File: src/dcache_settings.svh
`ifndef DCACHE_SETTINGS_SVH
`define DCACHE_SETTINGS_SVH

// address split
`define DCACHE_ADDR_BITS 32
`define DCACHE_INDEX_BITS 6
`define DCACHE_OFFSET_BITS 2
`define DCACHE_TAG_BITS (`DCACHE_ADDR_BITS - `DCACHE_INDEX_BITS - `DCACHE_OFFSET_BITS)

`define DCACHE_WORD_BITS 32

// load funct3 codes
`define F3_LB 3'd0
`define F3_LH 3'd1
`define F3_LW 3'd2
`define F3_LBU 3'd4
`define F3_LHU 3'd5

// store funct3 codes
`define F3_SB 3'd0
`define F3_SH 3'd1
`define F3_SW 3'd2

`endif

File: src/dcache_pkg.sv
`include "dcache_settings.svh"

package dcache_pkg;

    // one cache word, seen as byte lanes or halfword lanes
    typedef union packed {
        logic [`DCACHE_WORD_BITS/8-1:0][7:0] bytes;
        logic [`DCACHE_WORD_BITS/16-1:0][15:0] halves;
    } line_word_u;

endpackage

File: src/load_extend.sv
`timescale 1ns/1ps
`include "dcache_settings.svh"

module load_extend
    import dcache_pkg::*;
(
    input line_word_u line_word,
    input logic [2:0] req_funct3_q,
    input logic [`DCACHE_OFFSET_BITS-1:0] offset,
    output logic [`DCACHE_WORD_BITS-1:0] load_data
);

    logic [7:0] sel_byte;
    logic [15:0] sel_half;

    assign sel_byte = line_word.bytes[offset];
    // halfword lane from address bit 1
    assign sel_half = line_word.halves[offset[1]];

    always_comb begin
        case (req_funct3_q)
            `F3_LB: begin
                load_data = {{(`DCACHE_WORD_BITS-8){sel_byte[7]}}, sel_byte};
            end
            `F3_LH: begin
                load_data = {{(`DCACHE_WORD_BITS-16){sel_half[15]}}, sel_half};
            end
            `F3_LW: begin
                load_data = line_word;
            end
            `F3_LBU: begin
                load_data = {{(`DCACHE_WORD_BITS-8){1'b0}}, sel_byte};
            end
            `F3_LHU: begin
                load_data = {{(`DCACHE_WORD_BITS-16){1'b0}}, sel_half};
            end
            default: begin
                load_data = '0;
            end
        endcase
    end

endmodule

File: config.mk
export PLATFORM = sky130hd
export DESIGN_NAME = load_extend
export DESIGN_NICKNAME = d
export VERILOG_FILES = /design/src/dcache_pkg.sv /design/src/load_extend.sv
export VERILOG_INCLUDE_DIRS = /design/src /design/src/src
export SDC_FILE = /design/constraint.sdc
export NUM_CORES = 1
export LEC_CHECK = 0
export ABC_CLOCK_PERIOD_IN_PS = 800
export BUFFER_PORTS_ARGS = -buffer_cell sky130_fd_sc_hd__buf_2
export CAP_MARGIN = 20
export CORE_MARGIN = 3
export CORE_UTILIZATION = 38
export DETAILED_ROUTE_END_ITERATION = 10
export PLACE_DENSITY = 0.82
export SLEW_MARGIN = 40
export SYNTH_ARGS = -nofsm -noshare
export SYNTH_HDL_FRONTEND = slang
export SYNTH_SLANG_ARGS = --single-unit
File: constraint.sdc
create_clock -name vclk -period 0.8
set_input_delay 0 -clock vclk [all_inputs]
set_output_delay 0 -clock vclk [all_outputs]
set_load 0.02 [all_outputs]
# After elaboration in Yosys (flattened, before gate mapping)
# Index checks and enable logic that the tools add are counted.
# totals
ff_bits	0
out_inout_bits	32
elab_cells	12
# classes
n_lt_le_gt_ge	2
reduce_logical	1
eq_ne	4
mux	5
# ops
op	n
$pmux 32 s5	1
$mux 16	2
$bmux 8 s2	1
$mux 8	1
$eq 3x3->1 const B	2
$eq 3x1->1 const B	1
$eq 3x2->1 const B	1
$logic_not 3->1	1
$lt 2x3->1 const B	1
$lt 1x2->1 const B	1

# Longest topological paths before layout
# Gate-level depths: netlist (run 1).
# logic_depth
depth_word	3
depth_mapped	6
ltp_nobuf	3

# Worst setup path before layout (run 1)
# OpenSTA, ideal clock, no wires.
# synth_timing
path_kind	input-to-output
startpoint	input port offset[1]
endpoint	output port load_data[14]
stages	5
setup_slack_ps	-261
t_arrival_ps	1061
path_buffers	2
cell_sequence	buf_6 nor2b_1 a22oi_4 buf_6 o21ai_0
# synth_via
elab_chain_cells	3
elab_cells_between_ends	5
classes_between	mux: 5
# synth_lines
element	line	rtl
start, declared	load_extend.sv:9	input logic [`DCACHE_OFFSET_BITS-1:0] offset,
$bmux 8 s2 or $mux 16 (tied branches)	load_extend.sv:16, load_extend.sv:18	
$mux 8 (implied by the code) or $mux 16 (tied branches)	load_extend.sv:16, load_extend.sv:18	
$pmux 32 s5 *	load_extend.sv:21	case (req_funct3_q)
end, declared	load_extend.sv:10	output logic [`DCACHE_WORD_BITS-1:0] load_data
# Every way passes the cells marked *; elsewhere a longest branch is shown, timed or not. The select of a mux whose other input is x is not followed.

# Worst setup path after layout (run 1)
# layout_timing
startpoint	input port offset[0]
endpoint	output port load_data[21]
# layout_via
elab_chain_cells	3
# layout_lines
element	line	rtl
$bmux 8 s2	load_extend.sv:16	assign sel_byte = line_word.bytes[offset];
$mux 8 (implied by the code)	load_extend.sv:16	
$pmux 32 s5	load_extend.sv:21	
# No other way between the ends. The select of a mux whose other input is x is not followed.

==> summary.txt, run 1 <==
Final layout
  • Area grow syn2layout: 85.2%
  • Commonest non-fill, non-tap cells in the layout: 59 x buf_2, 16 x nand3_1, 16 x o211ai_1, 15 x mux2_4, 13 x buf_4
  • # diodes: 0
  • Util after Layout: between 70% and 80%
  • Final net count: 226
  • Commonest non-fill, non-tap cell in the layout: buf_2
  • Post-route cell area: 1580 µm²
  • Seq. cell area: 0 µm²
  • Flip-flop and latch count: 0
  • CLK BUF: 0
  • Share of layout cells above drive strength 1: 67.4%

Floorplan
  • Area of the core: 2040 µm²
  • DIE WIDTH: approximately 53 µm
  • Num rows: 16
  • Die Y: 53.4 µm
  • Top-Level Pins: 69
  • Initial Util: 41.9%
  • Die ar.: 2850 µm²

Routing
  • Vias: 1271
  • Per-cell routed wire length: 17.2 µm
  • Antenna viol nets, final: 0
  • Residual DRC: 0
  • Routed vias/inst: 5.94
  • 1st-pass router iterations: 4
  • Final WL: between 3 and 4 mm
  • DR iter-0 viols: 24

Power and ir drop
  • PwrDens: roughly 740 nW/µm²
  • VDD IR max: 0.620 mV
  • Sw Pwr: 604 µW
  • Internal power: 574 µW
  • Combinational power share: 100.0%
  • Clock share of power: 0%
  • Switching fraction of total power: 51.3%
  • Sequential Power Share: 0%
  • Leakage: 0.802 nW

Critical path
  • CP max stage delay: approximately 0.30 ns
  • Crit Path Category: input port to output port
  • Worst Setup SP: offset[0]
  • Crit path capture type: output port
  • Crit-path slowest cell: mux2_4
  • Crit-path max FO: 25
  • CP cell instances: buf_8, mux2_4, a22oi_4, buf_12, o211ai_1, buf_2
  • CP arrival: between 1 and 1.5 ns
  • Worst Setup EP: load_data[21]
  • Startpoint types: input port
  • Worst Path Required: 0.80 ns

GRT
  • Global-route usage over all layers: 25.0%
  • Grt ovf: 0
  • Maximum number of pins on one net before global-route repair: 32
  • Initial antenna violation count: 0
  • Vias in the first global route: 1240
  • First-pass GRT wire length: 5.45 mm

STA
  • Period utilisation layout: 140%
  • Max-slew headroom: between 80% and 90%
  • RSZ-0062 raised after global routing: true
  • Worst slew pin tran: 0.245 ns
  • Final worst slack: -0.321 ns
  • Final setup fails: 32
  • Max Slew Vio Count: 0
  • F_max: 892 MHz
  • Final Hold Fails: 0
  • Minimum clock period: 1.12 ns
  • Sum of negative setup slack: -8.34 ns

Hold path
  • Hold crit path type: input port to output port

Clock network
  • Hold bufs inserted after CTS: 0
  • Postcts setup bufs: 0

Yosys
  • YS warnings: 0
  • Cells after synthesis: 114
  • Synth cell types: 21
  • Syn Nets: 151
  • Syn Area/Cell: 7.50 µm²
  • Post-synthesis sequential area ratio: 0%
  • Mapped cell area: 855 µm²

Placed design
  • Placed cell area: 1430 µm²
  • Setup WS pre-CTS: -0.339 ns
  • GPL Wtd Cong: 0.668
  • IO buf count: 69
  • Final HPWL DP: 2.61 mm

Run status
  • Violated checks: negative setup slack
  • Status: finished, violations left

Flow run
  • Number of max-cap violations: 0
worst min path at each step:
stage,cells past startpoint,end,startpoint
floorplan,1,load_data[7],req_funct3_q[0]
global placement,3,load_data[7],req_funct3_q[0]
detailed placement,3,load_data[7],req_funct3_q[0]
CTS,3,load_data[7],req_funct3_q[0]
global route,4,load_data[2],line_word[2]
finish,3,load_data[7],req_funct3_q[0]
area by class of cell:
| type | instances | area, µm² |
|---|---|---|
| Fill cell | 162 | 459 |
| Multi-Input combinational cell | 98 | 883 |
| Tap cell | 27 | 33.8 |
| Timing Repair Buffer | 89 | 666 |
synthesized netlist by cell type, drive strengths merged:
master   n  area [µm²]
mux2    18         206
nand3   16        80.1
o211ai  16         120
buf     12        93.8
a22oi   10        88.8
o21ai    9        45.0
mux2i    7        70.1
nand2    7        26.3
o22ai    7        43.8
clkbuf   4        15.0
nor2     2        7.51
nor2b    2        12.5
nand2b   1        6.26
nand3b   1        20.0
nor3b    1        12.5
or2      1        6.26
worst max-delay path: cells and delay by family:
family,cells,cell delay [ns]
buf+inv,3,0.47
compound gates,2,0.34
mux,1,0.30
layer usage:
metal  part of all wire (%)  global-route usage [%]
met1                     36                    28.2
met3                    7.4                    1.69
met2                     56                    50.4
met4                   0.24                    3.40
met5                      0                       0
per-stage QoR:
stage               cells  power (mW)  hold WS, ns
global route          214        1.24        0.399
global placement      213        1.01        0.362
detailed placement    213        1.04        0.359
floorplan             114       0.663        0.145
CTS                   214        1.14        0.364
finish                214        1.18        0.365
power by group through the flow:
stage	sequential, mW	clock (mW)	combinational (mW)
after floorplan	0	0	0.663
after global placement	0	0	1.01
after detailed placement	0	0	1.04
after CTS	0	0	1.14
after global routing	0	0	1.24
final	0	0	1.18
what timing repair did:
action / CTS / global route
endpoints found under the setup margin: 32 / 32
hold endpoints to repair: 0 / 0
gates resized for setup: 28 / 7
pin swaps: 7 / 1
cloned: 1 / 0
kinds of logic (layout without fill, tap and decap cells):
kind of cell | Yosys count | after routing | share of synthesized area [%]
AOI/OAI and AO/OA | 42 | 42 | 34.8
and+or+nand+nor | 31 | 31 | 20.1
muxes | 25 | 25 | 32.4
buffers and inverters | 16 | 89 | 12.7
(Power assumes the default switching activity.)
==> inputs of run 2 (changes only) <==
--- a/config.mk
+++ b/config.mk
@@ -6,13 +6,13 @@
 export SDC_FILE = /design/constraint.sdc
 export NUM_CORES = 1
 export LEC_CHECK = 0
-export ABC_CLOCK_PERIOD_IN_PS = 800
+export ABC_CLOCK_PERIOD_IN_PS = 1250
 export BUFFER_PORTS_ARGS = -buffer_cell sky130_fd_sc_hd__buf_2
 export CAP_MARGIN = 20
-export CORE_MARGIN = 3
-export CORE_UTILIZATION = 38
+export CORE_MARGIN = 2
+export CORE_UTILIZATION = 42
 export DETAILED_ROUTE_END_ITERATION = 10
-export PLACE_DENSITY = 0.82
+export PLACE_DENSITY = 0.85
 export SLEW_MARGIN = 40
 export SYNTH_ARGS = -nofsm -noshare
 export SYNTH_HDL_FRONTEND = slang
==> constraint.sdc (replaced) <==
create_clock -name vclk -period 1.25
set_input_delay 0 -clock vclk [all_inputs]
set_output_delay 0 -clock vclk [all_outputs]
set_load 0.02 [all_outputs]
==> run 2 against run 1 <==
Against the previous run:
- the run now ends clean
- setup slack gained 0.41 ns
- critical endpoint is now load_data[12]
- combinational power fell by 52%
- flip-flop and latch count did not move
- sequential share of layout area stayed put
- non-clock buffer count shrank 12
- first-iteration DRC count rose by 21%
- cell area fell by 24%
==> summary.txt, run 2 (synthesis gave the netlist of run 1 again) <==
Final layout
  • Final net count: 214
  • Area grow syn2layout: 41.4%
  • Seq. cell area: 0 µm²
  • Share of layout cells above drive strength 1: 57.1%
  • CLK BUF: 0
  • # diodes: 0
  • Flip-flop and latch count: 0
  • Commonest non-fill, non-tap cells in the layout: 68 x buf_2, 17 x mux2_2, 16 x nand3_1, 16 x o211ai_1, 9 x a22oi_1
  • Commonest non-fill, non-tap cell in the layout: buf_2
  • Finished Layout Cells: 202

Routing
  • Routed vias/inst: 5.96
  • Residual DRC: 0
  • Vias: 1204
  • Final WL: 2.92 mm
  • Antenna viol nets, final: 0
  • DR iter-0 viols: 29
  • 1st-pass router iterations: 4
  • Per-cell routed wire length: 14.4 µm

GRT
  • Grt ovf: 0
  • Vias in the first global route: between 1000 and 1500
  • Initial antenna violation count: 0
  • Maximum number of pins on one net before global-route repair: 32
  • Global-route usage over all layers: 23.9%
  • First-pass GRT wire length: 4.89 mm

Floorplan
  • Initial Util: 44.0%
  • Die ar.: 2410 µm²
  • DIE WIDTH: 49.1 µm
  • Top-Level Pins: 69
  • Num rows: 16
  • Area of the core: 1940 µm²
  • Die Y: 49.1 µm

Critical path
  • Worst Path Required: 1.25 ns
  • Worst Setup SP: offset[1]
  • Crit-path max FO: 10
  • Startpoint types: input port
  • CP arrival: ~1.2 ns
  • Crit Path Category: input port to output port
  • Crit path capture type: output port

STA
  • F_max: 864 MHz
  • Sum of negative setup slack: 0 ns
  • Final worst slack: 0.0929 ns
  • Period utilisation layout: 92.6%
  • Max Slew Vio Count: 0
  • Max-slew headroom: 64.8%
  • RSZ-0062 raised after global routing: false
  • Final Hold Fails: 0
  • Final setup fails: 0
  • Minimum clock period: between 1 and 1.5 ns
  • Worst slew pin tran: 0.528 ns

Flow run
  • Number of max-cap violations: 0

Hold path
  • Hold crit path type: input port to output port
  • Min-delay src: line_word[11]

Power and ir drop
  • Leakage: 0.622 nW
  • VDD IR max: 0.270 mV
  • PwrDens: 471 nW/µm²

Placed design
  • Setup WS pre-CTS: ~0.065 ns
  • GPL Wtd Cong: 0.865
  • Final HPWL DP: 2.24 mm
  • IO buf count: just under 70
  • Placed Cells: approximately 200

Run status
  • Status: complete, no violations

Clock network
  • Postcts setup bufs: 0
run 2: cell count changes in the layout (fill, tap and decap cells not counted), moves of 4 or more:
cell     previous run  this run
o22ai_2             7         0
buf_12              7         1
o21ai_0             0         6
mux2i_1             3         7
mux2i_2             4         0
o21ai_1             9         3
mux2_2              3        17
mux2_4             15         1
buf_4              13         7
o22ai_1             0         7
buf_2              59        68
buf_6               8         0
run 2: metal layers:
metal  wire [µm]  vias up  GRT usage, %  share of wire (%)
li1            -      573             -                  -
met1        1220      564          29.1                 42
met2        1460       59          45.0                 50
met4          31        0          5.24                1.1
met3         202        8          1.84                6.9
met5           0        -             0                  0
run 2: through the flow:
step                util (%)  hold WS (ns)  cell area, µm²  power [mW]
floorplan                  -         0.203             855       0.372
global placement        61.7         0.369            1200       0.546
detailed placement      61.7         0.376            1200       0.559
CTS                     61.7         0.377            1200       0.562
global route            62.2         0.397            1210       0.612
finish                  62.2         0.372            1210       0.570
run 2: critical path: stages:
cell      delay, ns
clkbuf_4       0.19
buf_12         0.15
mux2_2         0.35
a22oi_1        0.16
o21ai_0        0.12
buf_2          0.19
run 2: worst paths after layout:
check	end	slack, ns	cells after the start
hold / removal	load_data[11]	0.37	4
setup / recovery	load_data[12]	0.09	6
run 2: timing repair:
item                                    4_1_cts  5_1_grt
endpoints found under the setup margin        0       13
gates resized for setup                       0        3
hold buffers                                  0        0
run 2: where the power goes:
group / switching [mW] / total, mW / internal (mW)
clock: 0 / 0 / 0
sequential: 0 / 0 / 0
combinational: 0.332 / 0.570 / 0.238
run 2: final cells by class:
class                           count  area, µm²
Tap cell                           27       33.8
Timing Repair Buffer               77        420
Fill cell                         175        733
Multi-Input combinational cell     98        754
==> inputs of run 3 (changes only) <==
==> constraint.sdc (replaced) <==
create_clock -name vclk -period 1.25
set_input_delay 0.25 -clock vclk [all_inputs]
set_output_delay 0.25 -clock vclk [all_outputs]
set_load 0.02 [all_outputs]
==> run 3 against run 2 <==
Against the previous run:
- the flow now finishes with violations (negative setup slack)
- critical endpoint is now load_data[17]
- non-clock buffer count rose by 24
- largest cell class unchanged
- power rose by 64%
- highest routed layer unchanged
- core utilization rose by 32 points
- fmax fell by 32%
- largest power group unchanged
- via count rose by 29%
==> summary.txt, run 3 (synthesis gave the netlist of run 1 again) <==
Floorplan
  • Die Y: 49.1 µm
  • Initial Util: around 44%
  • Area of the core: 1940 µm²
  • Top-Level Pins: between 60 and 70
  • DIE WIDTH: 49.1 µm
  • Num rows: 16
  • Die ar.: 2410 µm²

Critical path
  • CP cell instances: buf_8, mux2_4, a22oi_4, buf_12, buf_16, o211ai_1, buf_4
  • Crit-path max FO: 6
  • Worst Path Required: 1.00 ns
  • Startpoint types: input port
  • CP max stage delay: roughly 0.30 ns
  • Crit-path slowest cell: mux2_4
  • Crit path capture type: output port
  • Crit Path Category: input port to output port
  • CP arrival: 1.45 ns

GRT
  • First-pass GRT wire length: 7.85 mm
  • Met1 Use GR: 49.0%
  • Global routing's busiest layer: met2
  • Grt ovf: 0
  • Global-route usage over all layers: 41.7%
  • Initial antenna violation count: 0
  • Maximum number of pins on one net before global-route repair: 32
  • Vias in the first global route: 1473
  • Met2 Use GR: 77.0%
  • Met3 usage: 3.07%

Power and ir drop
  • Switching fraction of total power: 50.1%
  • Combinational power share: between 90% and 100%
  • PwrDens: 511 nW/µm²
  • Leakage: 0.903 nW
  • VDD IR max: 0.452 mV
  • Sequential Power Share: 0%
  • Sw Pwr: 468 µW
  • Internal power: about 470 µW
  • Clock share of power: 0%

Routing
  • Routed vias/inst: roughly 7
  • 1st-pass router iterations: 5
  • Vias: 1556
  • Antenna viol nets, final: 0
  • Residual DRC: 0
  • Final WL: 5.53 mm
  • Per-cell routed wire length: approximately 24 µm
  • DR iter-0 viols: 119

STA
  • Max Slew Vio Count: 0
  • Minimum clock period: 1.70 ns
  • Final setup fails: 32
  • F_max: between 500 and 600 MHz
  • Final hold slack: slightly below 0.9 ns
  • Period utilisation layout: 136%
  • Final worst slack: -0.452 ns
  • RSZ-0062 raised after global routing: true
  • Final Hold Fails: 0
  • Sum of negative setup slack: -11.48 ns
  • Max-slew headroom: between 80% and 90%
  • Worst slew pin tran: just under 0.3 ns

Run status
  • Status: finished, violations left
  • Violated checks: negative setup slack

Placed design
  • Placed cell area: 1490 µm²
  • GPL Wtd Cong: 0.919
  • Final HPWL DP: 2.66 mm
  • IO buf count: 69

Hold path
  • Cell count of the worst hold path: 4
  • Hold crit path type: input port to output port

Final layout
  • Seq. cell area: 0 µm²
  • Commonest non-fill, non-tap cell in the layout: buf_4
  • # diodes: 0
  • Flip-flop and latch count: 0
  • Area grow syn2layout: 114%
  • CLK BUF: 0
  • Final net count: 238
  • Commonest non-fill, non-tap cells in the layout: 39 x buf_4, 38 x buf_2, 16 x mux2_4, 16 x nand3_1, 16 x o211ai_1
  • Post-route cell area: 1830 µm²
  • Share of layout cells above drive strength 1: 71.4%

Clock network
  • Hold bufs inserted after CTS: 0

Flow run
  • Number of max-cap violations: 0
==> run 3: cell count changes in the layout (fill, tap and decap cells not counted), sizes merged <==
cell / delta
clkbuf: -1
buf: +25
==> run 3: power groups by stage <==
stage	combinational, mW	sequential, mW	clock (mW)
after floorplan	0.425	0	0
after global placement	0.661	0	0
after detailed placement	0.682	0	0
after CTS	0.867	0	0
after global routing	0.958	0	0
final	0.933	0	0
==> run 3: final timing paths <==
kind | startpoint | to | slack [ns]
max | offset[0] | load_data[17] | -0.45
min | line_word[8] | load_data[8] | 0.89
==> run 3: metal layers <==
metal	wire (µm)	vias to the layer above
met4	441	0
met3	537	49
met2	2710	150
met1	1830	734
li1	-	623
met5	0	-
==> run 3: worst max-delay path: cells and delay by family <==
family / cells / cell delay [ns]
buffers and inverters: 4 / 0.57
AOI/OAI and AO/OA: 2 / 0.32
muxes: 1 / 0.30
==> run 3: area by class of cell <==
cell class | count | area [µm²]
fill | 63 | 115
multi-input combinational | 98 | 935
tap | 27 | 33.8
timing repair buffer | 101 | 858
==> run 3: repair_timing <==
item | 4_1_cts | 5_1_grt
endpoints found under the setup margin | 32 | 32
resized for setup | 68 | 7
pin swaps | 23 | 2
buffers inserted | 2 | 0
gates cloned | 3 | 0
==> run 3: per-stage QoR <==
stage	setup WS [ns]	power, mW	instances	util (%)
2_1_floorplan	-0.182	0.425	114	-
3_3_place_gp	-0.339	0.661	222	76.6
3_5_place_dp	-0.391	0.682	222	76.6
4_1_cts	-0.390	0.867	227	93.0
5_1_grt	-0.467	0.958	226	94.1
6_report	-0.452	0.933	226	94.1
